<file path="config.mk">
export PLATFORM = sky130hd
export DESIGN_NAME = reg_file
export DESIGN_NICKNAME = d
export VERILOG_FILES = /design/src/rv_backend_pkg.sv /design/src/reg_file.sv
export SDC_FILE = /design/constraint.sdc
export NUM_CORES = 2
export LEC_CHECK = 0
export BUFFER_PORTS_ARGS = -buffer_cell sky130_fd_sc_hd__clkbuf_2
export CAP_MARGIN = 20
export CORE_AREA = 2 2 573 461
export CTS_CLUSTER_SIZE = 10
export DETAILED_ROUTE_END_ITERATION = 16
export DIE_AREA = 0 0 575 463
export PLACE_DENSITY = 0.51
export SLEW_MARGIN = 20
export SYNTH_ARGS = -nofsm -noshare
export SYNTH_HDL_FRONTEND = slang
export SYNTH_SLANG_ARGS = --single-unit
</file>
<file path="constraint.sdc">
create_clock -name clk -period 2.78 [get_ports clk]
set_input_delay 0.556 -clock clk [delete_from_list [all_inputs] [get_ports clk]]
set_output_delay 0.556 -clock clk [all_outputs]
set_load 0.05 [all_outputs]
</file>
<file path="src/rv_backend_pkg.sv">
package rv_backend_pkg;

	// widths fixed by the ISA
	typedef logic [63:0] xlen_t;
	typedef logic [63:0] pc_t;
	typedef logic [4:0]  reg_addr_t;
	typedef logic [7:0]  byte_mask_t;   // one bit per byte of a doubleword
	typedef logic [63:0] mem_addr_t;    // bits 10..3 index, 2..0 pick the lane

	// operation kind from execute
	typedef logic [1:0] op_kind_t;
	localparam op_kind_t KIND_ALU   = 2'd0;   // write alu result to rd
	localparam op_kind_t KIND_LOAD  = 2'd1;   // read memory, write rd
	localparam op_kind_t KIND_STORE = 2'd2;   // write memory only

	// access size, log2 of the byte count
	typedef logic [1:0] acc_size_t;
	localparam acc_size_t SIZE_B = 2'd0;
	localparam acc_size_t SIZE_H = 2'd1;
	localparam acc_size_t SIZE_W = 2'd2;
	localparam acc_size_t SIZE_D = 2'd3;

	// data memory geometry
	localparam int MEM_DEPTH   = 256;   // doublewords
	localparam int MEM_AW      = $clog2(MEM_DEPTH);
	localparam int MAX_MEM_LAT = 4;     // cycles from request to response
	localparam int LAT_W       = $clog2(MAX_MEM_LAT);

	// retire pc seen right after reset
	localparam pc_t RESET_PC = 64'h8000_0000;

endpackage

</file>
<file path="src/reg_file.sv">
`timescale 1ns/1ps

module reg_file (
	input  logic                      clk,
	input  logic                      rst_n,
	input  logic                      wen_i,
	input  rv_backend_pkg::reg_addr_t waddr_i,
	input  rv_backend_pkg::xlen_t     wdata_i,
	input  rv_backend_pkg::reg_addr_t raddr_i,
	output rv_backend_pkg::xlen_t     rdata_o
);

	// x1..x31, x0 has no storage
	rv_backend_pkg::xlen_t regs_q [31:1];

	always_ff @(posedge clk or negedge rst_n) begin
		if (!rst_n) begin
			for (int i = 1; i < 32; i++) begin
				regs_q[i] <= '0;
			end
		end else if (wen_i && waddr_i != '0) begin   // writes to x0 dropped
			regs_q[waddr_i] <= wdata_i;
		end
	end

	// combinational read for decode
	assign rdata_o = (raddr_i == '0) ? '0 : regs_q[raddr_i];

endmodule

</file>
==> qor.yml <==
synthesis:
  yosysSeqAreaShare: 0.548
  yosys.area.top_type: "dfrtp_1"
  synth.cell_area_mm2: 0.0907
  synth_commonest_cells: "mux2_2 (2,004), dfrtp_1 (1,984), mux2i_1 (640), clkbuf_1 (292), o22ai_1 (256)"
  synth_edf_count: 0
  ys_warn_count: 0
  synth_seq_cells: 1984
  syn_nets: 6332
  async_reset_ff_frac: 1.00
  yosysMostFrequentCell: "mux2_2"
  synth.top_cell.area_share: 0.548
  ys_types: 39
  synthTopCellsByArea: "dfrtp_1 (55%), mux2_2 (25%), mux2i_1 (7.1%), mux4_2 (3.2%), o22ai_1 (1.8%)"
  synth_flop_cell: "dfrtp_1"
  netlist_instances: 6255
  synth_area_per_cell_um2: 14.5
detailed_routing:
  vias: 55800
  antenna_left: 0
  top_layer_used: "met5"
  wl_met2_mm: 136
  dr.pass1.iters: 6
  remaining_drc_errors: 0
  wl_met3_mm: 13.3
  via_per_inst: 5.50
  first_iter_violations: 3485
  wl_per_cell_um: 29.0
  wl_met1_mm: 137
  postRouteWirelength_mm: 295
clock_network:
  h-tree-depth: 4
  numCtsBuffers: 228
  cts_max_path_buffers: 4
  root_buffer: "clkbuf_16"
  tritoncts: "yes"
  worstSkewPairLatency_ps: 880
  cts.clk_slew.worst_paths_ps: 50
  clkSinkCount: 1984
floorplan:
  die_w_um: 575
  die_h_um: 463
  core-area_mm2: 0.261
  floorplan.initialDensity: 0.348
  dieArea_mm2: 0.266
  rows: 168
  ios: 141
critical_path:
  slowest_stage: "nor4_4"
  critical_path.max_stage_delay_ps: 710
  required_ps: 2220
  crit_family: "simple AND/OR/NAND/NOR gates"
  cpMostUsedCell: "buf_12"
  startpoint_type: "primary input"
  rrSetupSlack_ps: 1810
  cp-end-kind: "primary output"
  crit_arrival_ps: 2630
  cp.buffers_inverters: 5
  cp_max_fo: 8
  reg2reg_from: "regs_q[881]$_DFFE_PN0P_"
  worst-setup-path-type: "primary input to primary output"
  worstPathCellList: "buf_12 > or2_4 > buf_12 > buf_4 > buf_4 > o22ai_1 > nor3_1 > nor4_4 > buf_12"
  critPathLaunch: "raddr_i[2]"
cells_and_area:
  fin_util: 0.426
  num-nets-final: 6709
  layout.cells.non_filler: 10200
  top_register: "regs_q"
  largest_reg_flops: 1984
  reg_top3: "regs_q x1984"
  syn_to_final_growth_pct: 22.5
  drive_above_1_share: 0.530
sta:
  grt_setup_unrepaired: "yes"
  worst_slack_ps: -411
  min_period_ps: 3190
  finalHoldViolations: 0
  tightest_slew_ps: 943
  fmaxAchievable_mhz: 313
  setup_violations: 64
  tns_ps: -14540
  slew_viol_final: 0
  relSlewSlack: 0.369
  timing.final.crit_share: 1.15
  clock_skew_ps: 0
  holdWs_ps: 195
placed_design:
  gp_congestion: 0.750
  post-place-ws_ps: -567
  numPortBuffers: 140
  place_inst: 9818
  dp_hpwl_mm: 172
global_routing:
  grt_max_degree: 110
  grt_usage: 0.217
  grt_pass1_vias: 58700
  grt-ovfl-total: 0
  antenna_found_initial: 22
  grt_pass1_wl_mm: 425
flow_run:
  drv_cap: 0
pwr:
  peakVddDrop_mv: 0.505
  p_leak_nw: 50.0
  power_density_mw_per_mm2: 709
status:
  violations: "negative setup slack"
  status: "finished, violations left"
min_path:
  min_path_type: "primary input to asynchronous set/reset pin"
[layer usage]
metal,vias to the layer above,GRT usage
li1,23800,-
met1,30500,0.308
met4,8,0.0559
met2,1137,0.344
met3,453,0.0340
met5,-,0
[through the flow]
| stage | total power, mW | instance area (um2) |
|---|---|---|
| after floorplan | 46.6 | 91600 |
| after global placement | 51.2 | 102000 |
| after CTS | 79.1 | 109000 |
| final | 78.8 | 111000 |
| after global routing | 82.5 | 111000 |
| after detailed placement | 51.8 | 102000 |
[report_power, final]
group / internal, mW / total [mW] / switching, mW
sequential: 34.5 / 37.3 / 2.75
combinational: 8.43 / 15.0 / 6.58
clock: 14.9 / 26.5 / 11.6
[layout by cell type (no fill, tap or decap), types with 4 or more instances in the layout]
| master | count |
|---|---|
| a211oi_1 | 5 |
| a211oi_2 | 46 |
| a211oi_4 | 13 |
| a21oi_1 | 29 |
| a21oi_2 | 34 |
| a221o_1 | 64 |
| a22oi_1 | 48 |
| a22oi_2 | 16 |
| buf_12 | 281 |
| buf_16 | 24 |
| buf_4 | 342 |
| buf_6 | 27 |
| buf_8 | 7 |
| bufbuf_16 | 8 |
| clkbuf_1 | 24 |
| clkbuf_16 | 243 |
| clkbuf_2 | 72 |
| clkbuf_8 | 7 |
| dfrtp_1 | 1984 |
| diode_2 | 5 |
| mux2_1 | 44 |
| mux2_2 | 2004 |
| mux2i_1 | 638 |
| mux4_2 | 128 |
| nand2_4 | 10 |
| nand2_8 | 7 |
| nand2b_4 | 4 |
| nor2_4 | 12 |
| nor2_8 | 4 |
| nor2b_1 | 18 |
| nor2b_4 | 47 |
| nor3_1 | 79 |
| nor3_2 | 39 |
| nor3_4 | 11 |
| nor3b_2 | 4 |
| nor4_4 | 64 |
| o22ai_1 | 193 |
| o22ai_2 | 41 |
| o22ai_4 | 22 |
[cell type report]
class | instances | area [um2]
Clock buffer | 262 | 5990
Timing Repair Buffer | 774 | 10200
Fill cell | 23600 | 150000
Sequential cell | 1984 | 49600
Tap cell | 3485 | 4360
Antenna cell | 5 | 12.5
Multi-Input combinational cell | 3644 | 40800
Clock inverter | 5 | 60.1
[timing repair]
item	in CTS	in global routing
setup endpoints to repair	64	64
hold buffers	1	0
endpoints found under the hold margin	240	0
pin swaps	119	96
gates cloned	9	11
buffers inserted	52	65
gates resized for setup	250	191
[worst paths after layout]
kind | end | depth (start not counted)
setup / recovery | rdata_o[3] | 9
hold / removal | regs_q[1366]$_DFFE_PN0P_ | 2
setup reg to reg | regs_q[881]$_DFFE_PN0P_ | 3
hold reg to reg | regs_q[759]$_DFFE_PN0P_ | 1
max in group asynchronous | regs_q[1138]$_DFFE_PN0P_ | 4
min in group clk | regs_q[818]$_DFFE_PN0P_ | 2
[cells by family after synthesis]
family                 after synthesis  share of synthesized area
flip-flops                        1984                      0.548
AO/OA/AOI/OAI                      512                     0.0389
AND/OR/NAND/NOR                    316                     0.0210
buffers and inverters              627                     0.0358
multiplexers                      2816                      0.357
Note: power is estimated with default switching activity, not from simulation.
