## config.mk

```make
export PLATFORM = sky130hd
export DESIGN_NAME = mem_wb_regs_flat
export DESIGN_NICKNAME = d
export VERILOG_FILES = /design/src/rv_backend_pkg.sv /design/src/mem_wb_if.sv /design/src/mem_wb_regs.sv /design/src/flat_wrapper.sv
export SDC_FILE = /design/constraint.sdc
export NUM_CORES = 1
export LEC_CHECK = 0
export BUFFER_PORTS_ARGS = -buffer_cell sky130_fd_sc_hd__buf_2
export CORE_AREA = 3 3 158 160
export CTS_BUF_LIST = sky130_fd_sc_hd__clkbuf_8 sky130_fd_sc_hd__clkbuf_16
export DETAILED_ROUTE_END_ITERATION = 16
export DIE_AREA = 0 0 161 163
export PLACE_DENSITY = 0.72
export SYNTH_ARGS = -nofsm -noshare
export SYNTH_HDL_FRONTEND = slang
export SYNTH_SLANG_ARGS = --single-unit
```

## constraint.sdc

```tcl
create_clock -name clk -period 1.5 [get_ports clk]
set_input_delay 0.075 -clock clk [delete_from_list [all_inputs] [get_ports clk]]
set_output_delay 0.075 -clock clk [all_outputs]
set_load 0.01 [all_outputs]
```

## src/rv_backend_pkg.sv

```systemverilog
package rv_backend_pkg;

	// widths fixed by the ISA
	typedef logic [63:0] xlen_t;
	typedef logic [63:0] pc_t;
	typedef logic [4:0]  reg_addr_t;
	typedef logic [7:0]  byte_mask_t;   // one bit per byte of a doubleword
	typedef logic [63:0] mem_addr_t;    // bits 10..3 index, 2..0 pick the lane

	// operation kind from execute
	typedef logic [1:0] op_kind_t;
	localparam op_kind_t KIND_ALU   = 2'd0;   // write alu result to rd
	localparam op_kind_t KIND_LOAD  = 2'd1;   // read memory, write rd
	localparam op_kind_t KIND_STORE = 2'd2;   // write memory only

	// access size, log2 of the byte count
	typedef logic [1:0] acc_size_t;
	localparam acc_size_t SIZE_B = 2'd0;
	localparam acc_size_t SIZE_H = 2'd1;
	localparam acc_size_t SIZE_W = 2'd2;
	localparam acc_size_t SIZE_D = 2'd3;

	// data memory geometry
	localparam int MEM_DEPTH   = 256;   // doublewords
	localparam int MEM_AW      = $clog2(MEM_DEPTH);
	localparam int MAX_MEM_LAT = 4;     // cycles from request to response
	localparam int LAT_W       = $clog2(MAX_MEM_LAT);

	// retire pc seen right after reset
	localparam pc_t RESET_PC = 64'h8000_0000;

endpackage

```

## src/mem_wb_if.sv

```systemverilog
`timescale 1ns/1ps

// completed op travelling from mem stage to writeback
interface mem_wb_if;
	logic                      valid;
	rv_backend_pkg::op_kind_t  kind;
	rv_backend_pkg::acc_size_t size;
	logic                      is_unsigned;
	rv_backend_pkg::reg_addr_t rd;
	rv_backend_pkg::xlen_t     alu_res;     // also the access address
	rv_backend_pkg::xlen_t     load_data;   // raw doubleword, not yet extended
	rv_backend_pkg::pc_t       pc;
	logic                      ebreak;

	modport mem_src (
		output valid, kind, size, is_unsigned, rd, alu_res, load_data, pc, ebreak
	);

	modport wb_dst (
		input valid, kind, size, is_unsigned, rd, alu_res, load_data, pc, ebreak
	);
endinterface

```

## src/mem_wb_regs.sv

```systemverilog
`timescale 1ns/1ps

module mem_wb_regs (
	input  logic      clk,
	input  logic      rst_n,
	mem_wb_if.wb_dst  wb_in,
	mem_wb_if.mem_src wb_out
);

	// valid follows the input every cycle
	always_ff @(posedge clk or negedge rst_n) begin
		if (!rst_n) begin
			wb_out.valid <= 1'b0;
		end else begin
			wb_out.valid <= wb_in.valid;
		end
	end

	// fields hold their last value between ops
	always_ff @(posedge clk or negedge rst_n) begin
		if (!rst_n) begin
			wb_out.kind        <= rv_backend_pkg::KIND_ALU;
			wb_out.size        <= rv_backend_pkg::SIZE_B;
			wb_out.is_unsigned <= 1'b0;
			wb_out.rd          <= '0;
			wb_out.alu_res     <= '0;
			wb_out.load_data   <= '0;
			wb_out.pc          <= rv_backend_pkg::RESET_PC;
			wb_out.ebreak      <= 1'b0;
		end else if (wb_in.valid) begin
			wb_out.kind        <= wb_in.kind;
			wb_out.size        <= wb_in.size;
			wb_out.is_unsigned <= wb_in.is_unsigned;
			wb_out.rd          <= wb_in.rd;
			wb_out.alu_res     <= wb_in.alu_res;
			wb_out.load_data   <= wb_in.load_data;
			wb_out.pc          <= wb_in.pc;
			wb_out.ebreak      <= wb_in.ebreak;
		end
	end

endmodule

```

## src/flat_wrapper.sv

```systemverilog
// flat-port wrapper written by rule: the top's interface ports become plain ports
module mem_wb_regs_flat 
  (clk, rst_n, wb_in_valid, wb_in_kind, wb_in_size, wb_in_is_unsigned, wb_in_rd, wb_in_alu_res, wb_in_load_data, wb_in_pc, wb_in_ebreak, wb_out_valid, wb_out_kind, wb_out_size, wb_out_is_unsigned, wb_out_rd, wb_out_alu_res, wb_out_load_data, wb_out_pc, wb_out_ebreak);
  mem_wb_if wb_in_i ();
  mem_wb_if wb_out_i ();
  input  logic clk;
  input  logic rst_n;
  input wire logic [$bits(wb_in_i.valid)-1:0] wb_in_valid;
  input wire logic [$bits(wb_in_i.kind)-1:0] wb_in_kind;
  input wire logic [$bits(wb_in_i.size)-1:0] wb_in_size;
  input wire logic [$bits(wb_in_i.is_unsigned)-1:0] wb_in_is_unsigned;
  input wire logic [$bits(wb_in_i.rd)-1:0] wb_in_rd;
  input wire logic [$bits(wb_in_i.alu_res)-1:0] wb_in_alu_res;
  input wire logic [$bits(wb_in_i.load_data)-1:0] wb_in_load_data;
  input wire logic [$bits(wb_in_i.pc)-1:0] wb_in_pc;
  input wire logic [$bits(wb_in_i.ebreak)-1:0] wb_in_ebreak;
  output wire logic [$bits(wb_out_i.valid)-1:0] wb_out_valid;
  output wire logic [$bits(wb_out_i.kind)-1:0] wb_out_kind;
  output wire logic [$bits(wb_out_i.size)-1:0] wb_out_size;
  output wire logic [$bits(wb_out_i.is_unsigned)-1:0] wb_out_is_unsigned;
  output wire logic [$bits(wb_out_i.rd)-1:0] wb_out_rd;
  output wire logic [$bits(wb_out_i.alu_res)-1:0] wb_out_alu_res;
  output wire logic [$bits(wb_out_i.load_data)-1:0] wb_out_load_data;
  output wire logic [$bits(wb_out_i.pc)-1:0] wb_out_pc;
  output wire logic [$bits(wb_out_i.ebreak)-1:0] wb_out_ebreak;
  assign wb_in_i.valid = wb_in_valid;
  assign wb_in_i.kind = wb_in_kind;
  assign wb_in_i.size = wb_in_size;
  assign wb_in_i.is_unsigned = wb_in_is_unsigned;
  assign wb_in_i.rd = wb_in_rd;
  assign wb_in_i.alu_res = wb_in_alu_res;
  assign wb_in_i.load_data = wb_in_load_data;
  assign wb_in_i.pc = wb_in_pc;
  assign wb_in_i.ebreak = wb_in_ebreak;
  assign wb_out_valid = wb_out_i.valid;
  assign wb_out_kind = wb_out_i.kind;
  assign wb_out_size = wb_out_i.size;
  assign wb_out_is_unsigned = wb_out_i.is_unsigned;
  assign wb_out_rd = wb_out_i.rd;
  assign wb_out_alu_res = wb_out_i.alu_res;
  assign wb_out_load_data = wb_out_i.load_data;
  assign wb_out_pc = wb_out_i.pc;
  assign wb_out_ebreak = wb_out_i.ebreak;
  mem_wb_regs u_core (.clk(clk), .rst_n(rst_n), .wb_in(wb_in_i), .wb_out(wb_out_i));
endmodule
```

==> impl_metrics.yaml <==
global_routing:
  gr-usage-met3_pct: 5.188
  met1_usage_pct: 22.40
  grt_pass1_vias: 7062
  grt_pass1_wl_mm: 40.67
  top_usage_layer: "met2"
  grt_start_max_net_pins: 53
  grt_overflow: 0
  met2_usage_pct: 35.22
  grt.total_usage_pct: 19.53
  antenna_found_initial: 0
die:
  pin_count: 410
  chipWidth_um: 161
  die_area_um2: 26240
  die_y_um: 163
  initial_core_util_pct: 35.15
  core_area_um2: 23540
  rows: 56
setup_path:
  arrival_ps: 1760
  critPathBufInv: 3
  cp-start-kind: "primary input"
  slowest_stage: "dlygate4sd3_1"
  cp-end-kind: "flip-flop"
  setup.worst_path.start: "wb_in_valid"
  cp_top_family: "buffers and inverters"
  slowest_delay_ps: 570
  rrSetupSlack_ps: 160
  crit_chain: "dlygate4sd3_1, buf_8, mux2_2, dlygate4sd3_1"
  r2r_end: "u_core.wb_out.load_data[10]$_DFFE_PN0P_"
  cp_max_fo: 13
  cp.required_ps: 1880
  crit_type: "in2reg"
  rr_worst_depth: 2
  rr_startpoint: "u_core.wb_out.load_data[10]$_DFFE_PN0P_"
  cp_common_cell: "dlygate4sd3_1"
sta:
  hold_viol: 0
  timing.fmax_ghz: 0.7233
  rsz0062_at_grt: "false"
  setup_tns_ps: 0
  finalCriticalPeriod_ps: 1383
  relSlewSlack_pct: 73.55
  skew_ps: 0
  tightest_slew_ps: 396.7
  fin_crit_sh_pct: 92.17
  slew_viol_final: 0
  hold_ws_ps: 94.25
  finalSetupViolCount: 0
clock_network:
  htreeDepth: 1
  numClockSinks: 204
  cts_setup_buffers: 0
  cts_made_buffers: 22
  cts_tree: "built"
  clkLatencyLatePin_ps: 500
  clk_pin_slew_worst_paths_ps: 60
  root_buffer: "clkbuf_16"
  clockBufferDepth: 3
logic_synthesis:
  synth.top_cells.by_area: "dfrtp_1 (61%), mux2_4 (31%), mux2_2 (4.5%)"
  synth-compound-area-share_pct: 0
  synth_fa_ha_area_share_pct: 0
  synth.net_count: 636
  yosysTopAreaCell: "dfrtp_1"
  synth_xor_area_share_pct: 0
  synth_warnings: 0
  ys_types: 7
  synth_top_area_share_pct: 61.39
  synth_top_family_by_area: "multiplexers"
  ys_seq_area_share_pct: 61.71
  synth_area_um2: 8274
  synth_cells: 430
  synth_mux_area_share_pct: 35.34
  post_synth_and_or_nand_nor_area_fraction_pct: 0
  synth_seq_cells: 204
  synth.avg_cell_area_um2: 19.24
layout:
  final_cell_mix: "buf_2 (407), dlygate4sd3_1 (214), dfrtp_1 (203), mux2_4 (170), mux2_2 (33)"
  fin_util_pct: 58.23
  final_common_cell: "buf_2"
  synthToLayoutAreaGrowth_pct: 65.67
  n_antenna_cell: 0
  fin_nets: 1281
  drive_gt1_share_pct: 61.32
  final-seq-area_um2: 5106
  multiInputGateArea_um2: 2924
  nFillCells: 1753
worst_hold_path:
  hold_class: "in2async"
placement:
  dp_hpwl_mm: 15.84
  place_congestion: 0.7871
  numPortBuffers: 409
route:
  drt_iter0_markers: 299
  drcViolationCount: 0
  wirelength_mm: 26.24
  vias: 6261
  ant_nets: 0
  routedWlPerCell_um: 18.61
  viasPerCell: 4.440
  first_pass_iters: 4
power_and_ir_drop:
  ir_worst_vdd_mv: 0.7844
  leakagePower_nw: 6.980
  p_per_area_nw_per_um2: 1093
flow_run:
  drv_cap: 0
status:
  outcome: "complete, no violations"
## timing repair
item,in CTS,in global routing
endpoints found under the hold margin,408,0
hold buffers,214,0
resized for setup,0,0
## cell type report
class,count,share of cell area (%)
Sequential cell,204,37.25
Multi-Input combinational cell,203,21.33
Tap cell,319,2.912
Clock inverter,11,0.7667
Timing Repair Buffer,644,32.94
Clock buffer,29,4.801
## Yosys cell counts (all sizes together)
master  number
dfstp        1
dfrtp      203
mux2       203
buf         23
## metrics by stage
step / worst slack [ps] / power (W) / cells / area [µm²]
after global routing: 93.28 / 0.01562 / 1410 / 13710
after detailed placement: 371.3 / 0.008912 / 1156 / 10800
after global placement: 381.3 / 0.008859 / 1156 / 10800
after floorplan: 603.2 / 0.007716 / 430 / 8274
final: 117.5 / 0.01498 / 1410 / 13710
after CTS: 157.2 / 0.01506 / 1410 / 13710
## power by group
part	leakage [nW]	internal [W]	switching (W)	total [W]
Clock	0.399	0.00342	0.00220	0.00562
Sequential	2.38	0.00606	0.000344	0.00640
Combinational	4.20	0.00177	0.00119	0.00296
Total	6.98	0.0112	0.00373	0.0150
## per-layer routing
layer | part of all wire (%) | up-vias
met5 | 0 | -
met4 | 3.8 | 0
met3 | 7.4 | 71
met2 | 52 | 321
met1 | 37 | 3068
li1 | - | 2801
## logic make-up (layout without fill, tap and decap cells)
family / after synthesis / after routing
flops: 204 / 204
mux: 203 / 203
buf+inv: 23 / 684
## worst max path at each step
stage                                                         end  slack (ps)  cells past startpoint
after global routing         u_core.wb_out.alu_res[8]$_DFFE_PN0P_          90                      4
after CTS                 u_core.wb_out.load_data[52]$_DFFE_PN0P_         160                      2
after global placement      u_core.wb_out.alu_res[38]$_DFFE_PN0P_         380                      4
after floorplan           u_core.wb_out.load_data[54]$_DFFE_PN0P_         600                      4
final                        u_core.wb_out.alu_res[8]$_DFFE_PN0P_         120                      4
after detailed placement  u_core.wb_out.load_data[27]$_DFFE_PN0P_         370                      4
## state kept, by name, indices dropped and copies added (netlist names)
signal / flops
u_core.wb_out.ebreak: 1
u_core.wb_out.alu_res: 64
u_core.wb_out.load_data: 64
u_core.wb_out.size: 2
u_core.wb_out.is_unsigned: 1
u_core.wb_out.rd: 5
u_core.wb_out.valid: 1
u_core.wb_out.pc: 64
u_core.wb_out.kind: 2
(Power assumes the default switching activity.)
