### src/rv_backend_pkg.sv
package rv_backend_pkg;

	// widths fixed by the ISA
	typedef logic [63:0] xlen_t;
	typedef logic [63:0] pc_t;
	typedef logic [4:0]  reg_addr_t;
	typedef logic [7:0]  byte_mask_t;   // one bit per byte of a doubleword
	typedef logic [63:0] mem_addr_t;    // bits 10..3 index, 2..0 pick the lane

	// operation kind from execute
	typedef logic [1:0] op_kind_t;
	localparam op_kind_t KIND_ALU   = 2'd0;   // write alu result to rd
	localparam op_kind_t KIND_LOAD  = 2'd1;   // read memory, write rd
	localparam op_kind_t KIND_STORE = 2'd2;   // write memory only

	// access size, log2 of the byte count
	typedef logic [1:0] acc_size_t;
	localparam acc_size_t SIZE_B = 2'd0;
	localparam acc_size_t SIZE_H = 2'd1;
	localparam acc_size_t SIZE_W = 2'd2;
	localparam acc_size_t SIZE_D = 2'd3;

	// data memory geometry
	localparam int MEM_DEPTH   = 256;   // doublewords
	localparam int MEM_AW      = $clog2(MEM_DEPTH);
	localparam int MAX_MEM_LAT = 4;     // cycles from request to response
	localparam int LAT_W       = $clog2(MAX_MEM_LAT);

	// retire pc seen right after reset
	localparam pc_t RESET_PC = 64'h8000_0000;

endpackage

### src/mem_wb_if.sv
`timescale 1ns/1ps

// completed op travelling from mem stage to writeback
interface mem_wb_if;
	logic                      valid;
	rv_backend_pkg::op_kind_t  kind;
	rv_backend_pkg::acc_size_t size;
	logic                      is_unsigned;
	rv_backend_pkg::reg_addr_t rd;
	rv_backend_pkg::xlen_t     alu_res;     // also the access address
	rv_backend_pkg::xlen_t     load_data;   // raw doubleword, not yet extended
	rv_backend_pkg::pc_t       pc;
	logic                      ebreak;

	modport mem_src (
		output valid, kind, size, is_unsigned, rd, alu_res, load_data, pc, ebreak
	);

	modport wb_dst (
		input valid, kind, size, is_unsigned, rd, alu_res, load_data, pc, ebreak
	);
endinterface

### src/mem_stage.sv
`timescale 1ns/1ps

module mem_stage (
	input  logic                       clk,
	input  logic                       rst_n,
	input  logic                       op_valid_i,
	output logic                       op_ready_o,
	input  rv_backend_pkg::op_kind_t   op_kind_i,
	input  rv_backend_pkg::acc_size_t  op_size_i,
	input  logic                       op_unsigned_i,
	input  rv_backend_pkg::reg_addr_t  op_rd_i,
	input  rv_backend_pkg::xlen_t      op_alu_res_i,
	input  rv_backend_pkg::xlen_t      op_store_data_i,
	input  rv_backend_pkg::pc_t        op_pc_i,
	input  logic                       op_ebreak_i,
	output logic                       req_valid_o,
	output logic                       req_write_o,
	output rv_backend_pkg::mem_addr_t  req_addr_o,
	output rv_backend_pkg::xlen_t      req_wdata_o,
	output rv_backend_pkg::byte_mask_t req_mask_o,
	input  logic                       rsp_valid_i,
	input  rv_backend_pkg::xlen_t      rsp_rdata_i,
	mem_wb_if.mem_src                  wb
);

	typedef enum logic [1:0] {IDLE, ISSUE, WAIT} state_t;

	state_t state_q;
	logic   accept;
	logic   alu_pend_q;   // alu op latched last cycle
	logic   mem_done;

	// latched operation
	rv_backend_pkg::op_kind_t  kind_q;
	rv_backend_pkg::acc_size_t size_q;
	logic                      uns_q;
	rv_backend_pkg::reg_addr_t rd_q;
	rv_backend_pkg::xlen_t     alu_res_q;
	rv_backend_pkg::xlen_t     store_data_q;
	rv_backend_pkg::pc_t       pc_q;
	logic                      ebreak_q;

	rv_backend_pkg::byte_mask_t size_mask;
	logic [5:0]                 lane_shift;

	assign op_ready_o = (state_q == IDLE);
	assign accept     = op_valid_i && op_ready_o;
	assign mem_done   = (state_q == WAIT) && rsp_valid_i;
	assign lane_shift = {alu_res_q[2:0], 3'b000};

	always_comb begin
		case (size_q)
			rv_backend_pkg::SIZE_B: size_mask = 8'h01;
			rv_backend_pkg::SIZE_H: size_mask = 8'h03;
			rv_backend_pkg::SIZE_W: size_mask = 8'h0f;
			default:                size_mask = 8'hff;
		endcase
	end

	always_ff @(posedge clk or negedge rst_n) begin
		if (!rst_n) begin
			state_q     <= IDLE;
			alu_pend_q  <= 1'b0;
			req_valid_o <= 1'b0;
			wb.valid    <= 1'b0;
		end else begin
			alu_pend_q  <= accept && (op_kind_i == rv_backend_pkg::KIND_ALU);
			req_valid_o <= (state_q == ISSUE);   // single cycle request
			wb.valid    <= alu_pend_q || mem_done;
			case (state_q)
				IDLE: begin
					if (accept && op_kind_i != rv_backend_pkg::KIND_ALU) begin
						state_q <= ISSUE;
					end
				end
				ISSUE: state_q <= WAIT;
				WAIT: begin
					if (rsp_valid_i) begin
						state_q <= IDLE;
					end
				end
				default: state_q <= IDLE;
			endcase
		end
	end

	// op latch, request payload and outgoing fields
	always_ff @(posedge clk) begin
		if (accept) begin
			kind_q       <= op_kind_i;
			size_q       <= op_size_i;
			uns_q        <= op_unsigned_i;
			rd_q         <= op_rd_i;
			alu_res_q    <= op_alu_res_i;
			store_data_q <= op_store_data_i;
			pc_q         <= op_pc_i;
			ebreak_q     <= op_ebreak_i;
		end
		if (state_q == ISSUE) begin
			req_write_o <= (kind_q == rv_backend_pkg::KIND_STORE);
			req_addr_o  <= alu_res_q;
			req_wdata_o <= store_data_q << lane_shift;   // move into byte lane
			req_mask_o  <= size_mask << alu_res_q[2:0];
		end
		if (alu_pend_q || mem_done) begin
			wb.kind        <= kind_q;
			wb.size        <= size_q;
			wb.is_unsigned <= uns_q;
			wb.rd          <= rd_q;
			wb.alu_res     <= alu_res_q;
			wb.pc          <= pc_q;
			wb.ebreak      <= ebreak_q;
			wb.load_data   <= rsp_rdata_i;   // only meaningful for loads
		end
	end

endmodule

### src/flat_wrapper.sv
// flat-port wrapper written by rule: the top's interface ports become plain ports
module mem_stage_flat 
  (clk, rst_n, op_valid_i, op_ready_o, op_kind_i, op_size_i, op_unsigned_i, op_rd_i, op_alu_res_i, op_store_data_i, op_pc_i, op_ebreak_i, req_valid_o, req_write_o, req_addr_o, req_wdata_o, req_mask_o, rsp_valid_i, rsp_rdata_i, wb_valid, wb_kind, wb_size, wb_is_unsigned, wb_rd, wb_alu_res, wb_load_data, wb_pc, wb_ebreak);
  mem_wb_if wb_i ();
  input  logic clk;
  input  logic rst_n;
  input  logic op_valid_i;
  output logic op_ready_o;
  input  rv_backend_pkg::op_kind_t op_kind_i;
  input  rv_backend_pkg::acc_size_t op_size_i;
  input  logic op_unsigned_i;
  input  rv_backend_pkg::reg_addr_t op_rd_i;
  input  rv_backend_pkg::xlen_t op_alu_res_i;
  input  rv_backend_pkg::xlen_t op_store_data_i;
  input  rv_backend_pkg::pc_t op_pc_i;
  input  logic op_ebreak_i;
  output logic req_valid_o;
  output logic req_write_o;
  output rv_backend_pkg::mem_addr_t req_addr_o;
  output rv_backend_pkg::xlen_t req_wdata_o;
  output rv_backend_pkg::byte_mask_t req_mask_o;
  input  logic rsp_valid_i;
  input  rv_backend_pkg::xlen_t rsp_rdata_i;
  output wire logic [$bits(wb_i.valid)-1:0] wb_valid;
  output wire logic [$bits(wb_i.kind)-1:0] wb_kind;
  output wire logic [$bits(wb_i.size)-1:0] wb_size;
  output wire logic [$bits(wb_i.is_unsigned)-1:0] wb_is_unsigned;
  output wire logic [$bits(wb_i.rd)-1:0] wb_rd;
  output wire logic [$bits(wb_i.alu_res)-1:0] wb_alu_res;
  output wire logic [$bits(wb_i.load_data)-1:0] wb_load_data;
  output wire logic [$bits(wb_i.pc)-1:0] wb_pc;
  output wire logic [$bits(wb_i.ebreak)-1:0] wb_ebreak;
  assign wb_valid = wb_i.valid;
  assign wb_kind = wb_i.kind;
  assign wb_size = wb_i.size;
  assign wb_is_unsigned = wb_i.is_unsigned;
  assign wb_rd = wb_i.rd;
  assign wb_alu_res = wb_i.alu_res;
  assign wb_load_data = wb_i.load_data;
  assign wb_pc = wb_i.pc;
  assign wb_ebreak = wb_i.ebreak;
  mem_stage u_core (.clk(clk), .rst_n(rst_n), .op_valid_i(op_valid_i), .op_ready_o(op_ready_o), .op_kind_i(op_kind_i), .op_size_i(op_size_i), .op_unsigned_i(op_unsigned_i), .op_rd_i(op_rd_i), .op_alu_res_i(op_alu_res_i), .op_store_data_i(op_store_data_i), .op_pc_i(op_pc_i), .op_ebreak_i(op_ebreak_i), .req_valid_o(req_valid_o), .req_write_o(req_write_o), .req_addr_o(req_addr_o), .req_wdata_o(req_wdata_o), .req_mask_o(req_mask_o), .rsp_valid_i(rsp_valid_i), .rsp_rdata_i(rsp_rdata_i), .wb(wb_i));
endmodule
### config.mk
export PLATFORM = sky130hd
export DESIGN_NAME = mem_stage_flat
export DESIGN_NICKNAME = d
export VERILOG_FILES = /design/src/rv_backend_pkg.sv /design/src/mem_wb_if.sv /design/src/mem_stage.sv /design/src/flat_wrapper.sv
export SDC_FILE = /design/constraint.sdc
export NUM_CORES = 1
export LEC_CHECK = 0
export BUFFER_PORTS_ARGS = -buffer_cell sky130_fd_sc_hd__buf_4
export CORE_ASPECT_RATIO = 1.4
export CORE_MARGIN = 2
export CORE_UTILIZATION = 25
export DETAILED_ROUTE_END_ITERATION = 12
export SETUP_SLACK_MARGIN = 0.4
export SLEW_MARGIN = 30
export SYNTH_ARGS = -nofsm -noshare
export SYNTH_HDL_FRONTEND = slang
export SYNTH_SLANG_ARGS = --single-unit
### constraint.sdc
create_clock -name clk -period 17.5 [get_ports clk]
set_input_delay 2.625 -clock clk [delete_from_list [all_inputs] [get_ports clk]]
set_output_delay 2.625 -clock clk [all_outputs]
set_load 0.02 [all_outputs]
==> impl_summary.md <==
Outcome
The run finished with clean final reports.

STA
The setup skew after layout is 0.0194 ns. The number of pins with negative max-slew slack in the final report was 0. The post-route worst hold slack is 0.409 ns.

Setup repair after global routing left no endpoint under its margin. At the pin with the least slew margin, the transition time is 0.922 ns. Once routing completed, OpenROAD measured the worst setup slack at 12.71 ns. The setup TNS after final layout is 0 ns.

The number of failing setup endpoints in the final timing report is 0. Of the available clock period, the critical path in the final layout requires 0.274. For this run, the top clock speed supported by timing is 209 MHz.

The worst pin sits at a relative slew slack of 0.381. The number of hold violations in the final report is 0. The clock period could shrink to 4.79 ns.

Global routing
The total global routing overflow is 0. The total routing resource utilization after global routing is 0.134. The pin count of the biggest net entering global routing is 83. The number of antenna violations at the first check in global routing is 12. The number of global-route vias before repair is 10500.

The wire length of the first global-routing pass is 73000 um.

Logic synthesis
The number of synthesized flops with an enable pin is 543. The number of nets handed over by synthesis was 1091. The largest family of logic cells by synthesized area is multiplexers. The post-synthesis compound-gate area fraction came to 0.0300. The synthesized cell area is 0.0184 mm2.

The netlist uses 40 different library cells. The portion of synthesized area spent on multiplexers is 0.0383. The share of the synthesized netlist area taken by xor and xnor gates is 0. After synthesis the netlist holds a flip-flop and latch count of 548.

Of all flip-flops after synthesis, the portion carrying an async set or reset was 0.00912. The share of synthesized area in the top cell type comes to 0.887. The synthesized netlist cell count is 820. By area the synthesized netlist is led by edfxtp_1, mux2i_1, mux2_2, a211oi_1, nor2_1. During synthesis, Yosys emitted a total of 0 warnings. The portion of the post-synthesis area used by sequential elements is 0.894. The post-synthesis adder-cell area fraction is 0.

The basic-gate share of the synthesized area counting and, or, nand and nor cells is 0.0262. Summed over all instances, the cell type with the most area after synthesis is edfxtp_1. The synthesized area per cell is 22.4 um2. The predominant post-synthesis flop cell is edfxtp_1.

Final layout
The fill cell instance count of the final layout is 6866. The finished layout cell area is 0.0257 mm2. The final core utilization is 0.353. The area growth from synthesis to layout is 39.9%. The post-layout net count is 1738. Of the cells placed in the final design, the portion with a size suffix greater than 1 is 0.486.

Worst setup path
The gate family responsible for the most delay along the worst path is buffers and inverters. The combined buffer and inverter count along the critical path is 4. The classification of the worst setup path is primary input to flop.

The launch point of the worst path is rsp_valid_i. Data on the critical path arrives at its endpoint at 5.01 ns. The worst-path cell with the longest stage delay is buf_4. The largest single stage delay on the critical path is 0.78 ns. The worst setup path is launched from a primary input. The worst register-to-register path begins at u_core.state_q[0].

The critical path capture point type is a flop. The worst endpoint required time is 17.72 ns. The cell seen most often among critical-path stages is buf_4. Along the worst path, the maximum fanout reaches 74. Traced cell by cell, the critical path runs through buf_4 -> a31o_4 -> buf_12 -> buf_6 -> buf_4.

Floorplan
The floorplan step defined a die boundary enclosing 0.0757 mm2. The initial utilization of the core area, before any placement, comes to 0.253. The count of pins on the block boundary is 614. The horizontal die dimension is 233 um. The height of the chip is 325 um.

The floorplan row count is 117. In this run the standard cell core region covers 0.0728 mm2.

Drt
Wires add up to 52900 um. The final routed wire length divided by cell count is 21.5 um. The violation count after the first detailed-route iteration is 625. Dividing the detail-routed via count by the number of cells gives 4.17. In the routed design, unresolved DRC markers number 0.

The number of nets with antenna violations after detailed routing is 0. Detailed routing inserted a total of 10300 vias. Before antenna repair, the detailed router went through 4 iterations.

CTS
After clock tree synthesis, the clock-pin slew on the worst setup and hold paths is 0.06 ns. The latest clock arrival within the worst-skew pair is 0.61 ns. The number of buffers inserted for hold repair after clock tree synthesis is 0.

The clock sink total is 548. The number of CTS-inserted buffers is 52. CTS built an H-tree with a depth of 2.

In this run the clock root is driven by a clkbuf_16. Post-CTS timing repair inserted 0 buffers for setup. The post-cts repair resize count is 0. Counting along the longest clock path gives a buffer depth of 3. The CTS tree is yes.

Run
The tool flagged a number of max-cap violations equal to 0.

Placement
The pre-CTS setup slack is 11.66 ns. In this run the tool buffered the top-level ports with 613 buffer cells. Once placement finished, the instance area stood at 0.0241 mm2.

The weighted congestion reported at the end of routability-driven placement is 0.829. Detailed placement finished with a half-perimeter wire length of 38200 um.

Power
In this run the static leakage power is 9.62 nW. For this design the ratio of total power to cell area is 130 mW/mm2. The largest voltage drop on the vdd net is 86.4 uV.

Min path
In this run the most critical hold path is launched from u_core.pc_q[14]. The worst hold path belongs to the class flop to flop.
[metal layers]
| layer | track usage | routed length [um] |
|---|---|---|
| met2 | 0.229 | 27000 |
| met1 | 0.154 | 20100 |
| met4 | 0.0551 | 1720 |
| met3 | 0.0391 | 3940 |
| met5 | 0 | 23 |
[sequential cells by signal, summed over array words and instances, names as in the netlist, 2 cells and up]
name,flops
u_core.alu_res_q,64
u_core.pc_q,64
u_core.req_addr_o,64
u_core.req_wdata_o,64
u_core.store_data_q,64
u_core.wb.alu_res,64
u_core.wb.load_data,64
u_core.wb.pc,64
u_core.req_mask_o,8
u_core.rd_q,5
u_core.wb.rd,5
u_core.kind_q,2
u_core.size_q,2
u_core.state_q,2
u_core.wb.kind,2
u_core.wb.size,2
[kinds of logic after synthesis]
family                 Yosys count
muxes                           67
buffers and inverters           35
DFF                            548
and+or+nand+nor                 95
AOI/OAI and AO/OA               75
[placed cells by master (no fill, tap or decap), drive strengths merged]
master	netlist	layout
buf	23	624
edfxtp	543	543
clkbuf	8	56
mux2i	43	43
nor2	35	35
clkinv	1	30
mux2	24	24
a211oi	17	17
o21ai	11	11
nor2b	11	11
nand3	10	10
nand2	9	9
nand2b	8	8
o21a	8	8
and2	8	8
o221ai	8	8
nand3b	7	7
a31oi	7	7
a2bb2oi	7	7
a221oi	7	7
diode	0	6
inv	3	6
a21oi	5	5
dfrtp	5	5
nor3	3	3
or2	3	3
clkinvlp	0	2
a211o	1	1
o22a	1	1
a21o	1	1
a22oi	1	1
or3	1	1
a31o	1	1
bufinv	0	1
[stage by stage]
step / power, mW / cells
after floorplan: 2.06 / 820
after CTS: 3.40 / 2455
after global routing: 3.48 / 2461
after detailed placement: 2.33 / 2364
final: 3.35 / 2462
after global placement: 2.32 / 2364
[path summary, 6_finish.rpt]
path                            depth (start not counted)  slack, ns                    to
worst min-delay path                                    0       0.41      u_core.wb.pc[14]
min in group asynchronous                               1       1.84    u_core.req_valid_o
worst max register to register                          5      14.26  u_core.wb.alu_res[3]
worst min register to register                          0       0.41      u_core.wb.pc[14]
worst max-delay path                                    5      12.71  u_core.wb.alu_res[3]
max in group asynchronous                               1      15.51       u_core.wb.valid
[layout make-up]
type	count	area [um2]	share of cell area
repair buffers	624	4710	0.183
diodes	6	15.0	0.000584
clock buffers	56	1320	0.0512
multi-input cells	237	1750	0.0682
flip-flops and latches	548	16400	0.639
clock inverters	35	270	0.0105
well taps	952	1190	0.0463
inverters	4	22.5	0.000876
[cell usage after synthesis (2+ instances only)]
| cell type | number |
|---|---|
| nand3b_1 | 7 |
| nor3_1 | 3 |
| buf_6 | 5 |
| nor2b_1 | 10 |
| a21oi_1 | 5 |
| o21ai_0 | 10 |
| and2_1 | 8 |
| mux2_2 | 23 |
| a2bb2oi_1 | 7 |
| nand2b_1 | 8 |
| o21a_1 | 8 |
| or2_2 | 2 |
| buf_4 | 4 |
| nor2_1 | 34 |
| mux2i_1 | 43 |
| a211oi_1 | 17 |
| buf_2 | 13 |
| nand3_1 | 10 |
| a221oi_1 | 7 |
| nand2_1 | 9 |
| clkbuf_1 | 8 |
| o221ai_1 | 7 |
| dfrtp_1 | 5 |
| a31oi_1 | 7 |
| edfxtp_1 | 543 |
| inv_1 | 3 |
[power breakdown]
| part | total, mW | internal (mW) | switching (mW) |
|---|---|---|---|
| logic | 0.552 | 0.202 | 0.350 |
| registers | 1.75 | 1.68 | 0.0682 |
| clock network | 1.06 | 0.564 | 0.492 |
| total | 3.35 | 2.44 | 0.910 |
No activity file was read; power rests on OpenSTA's default activity.
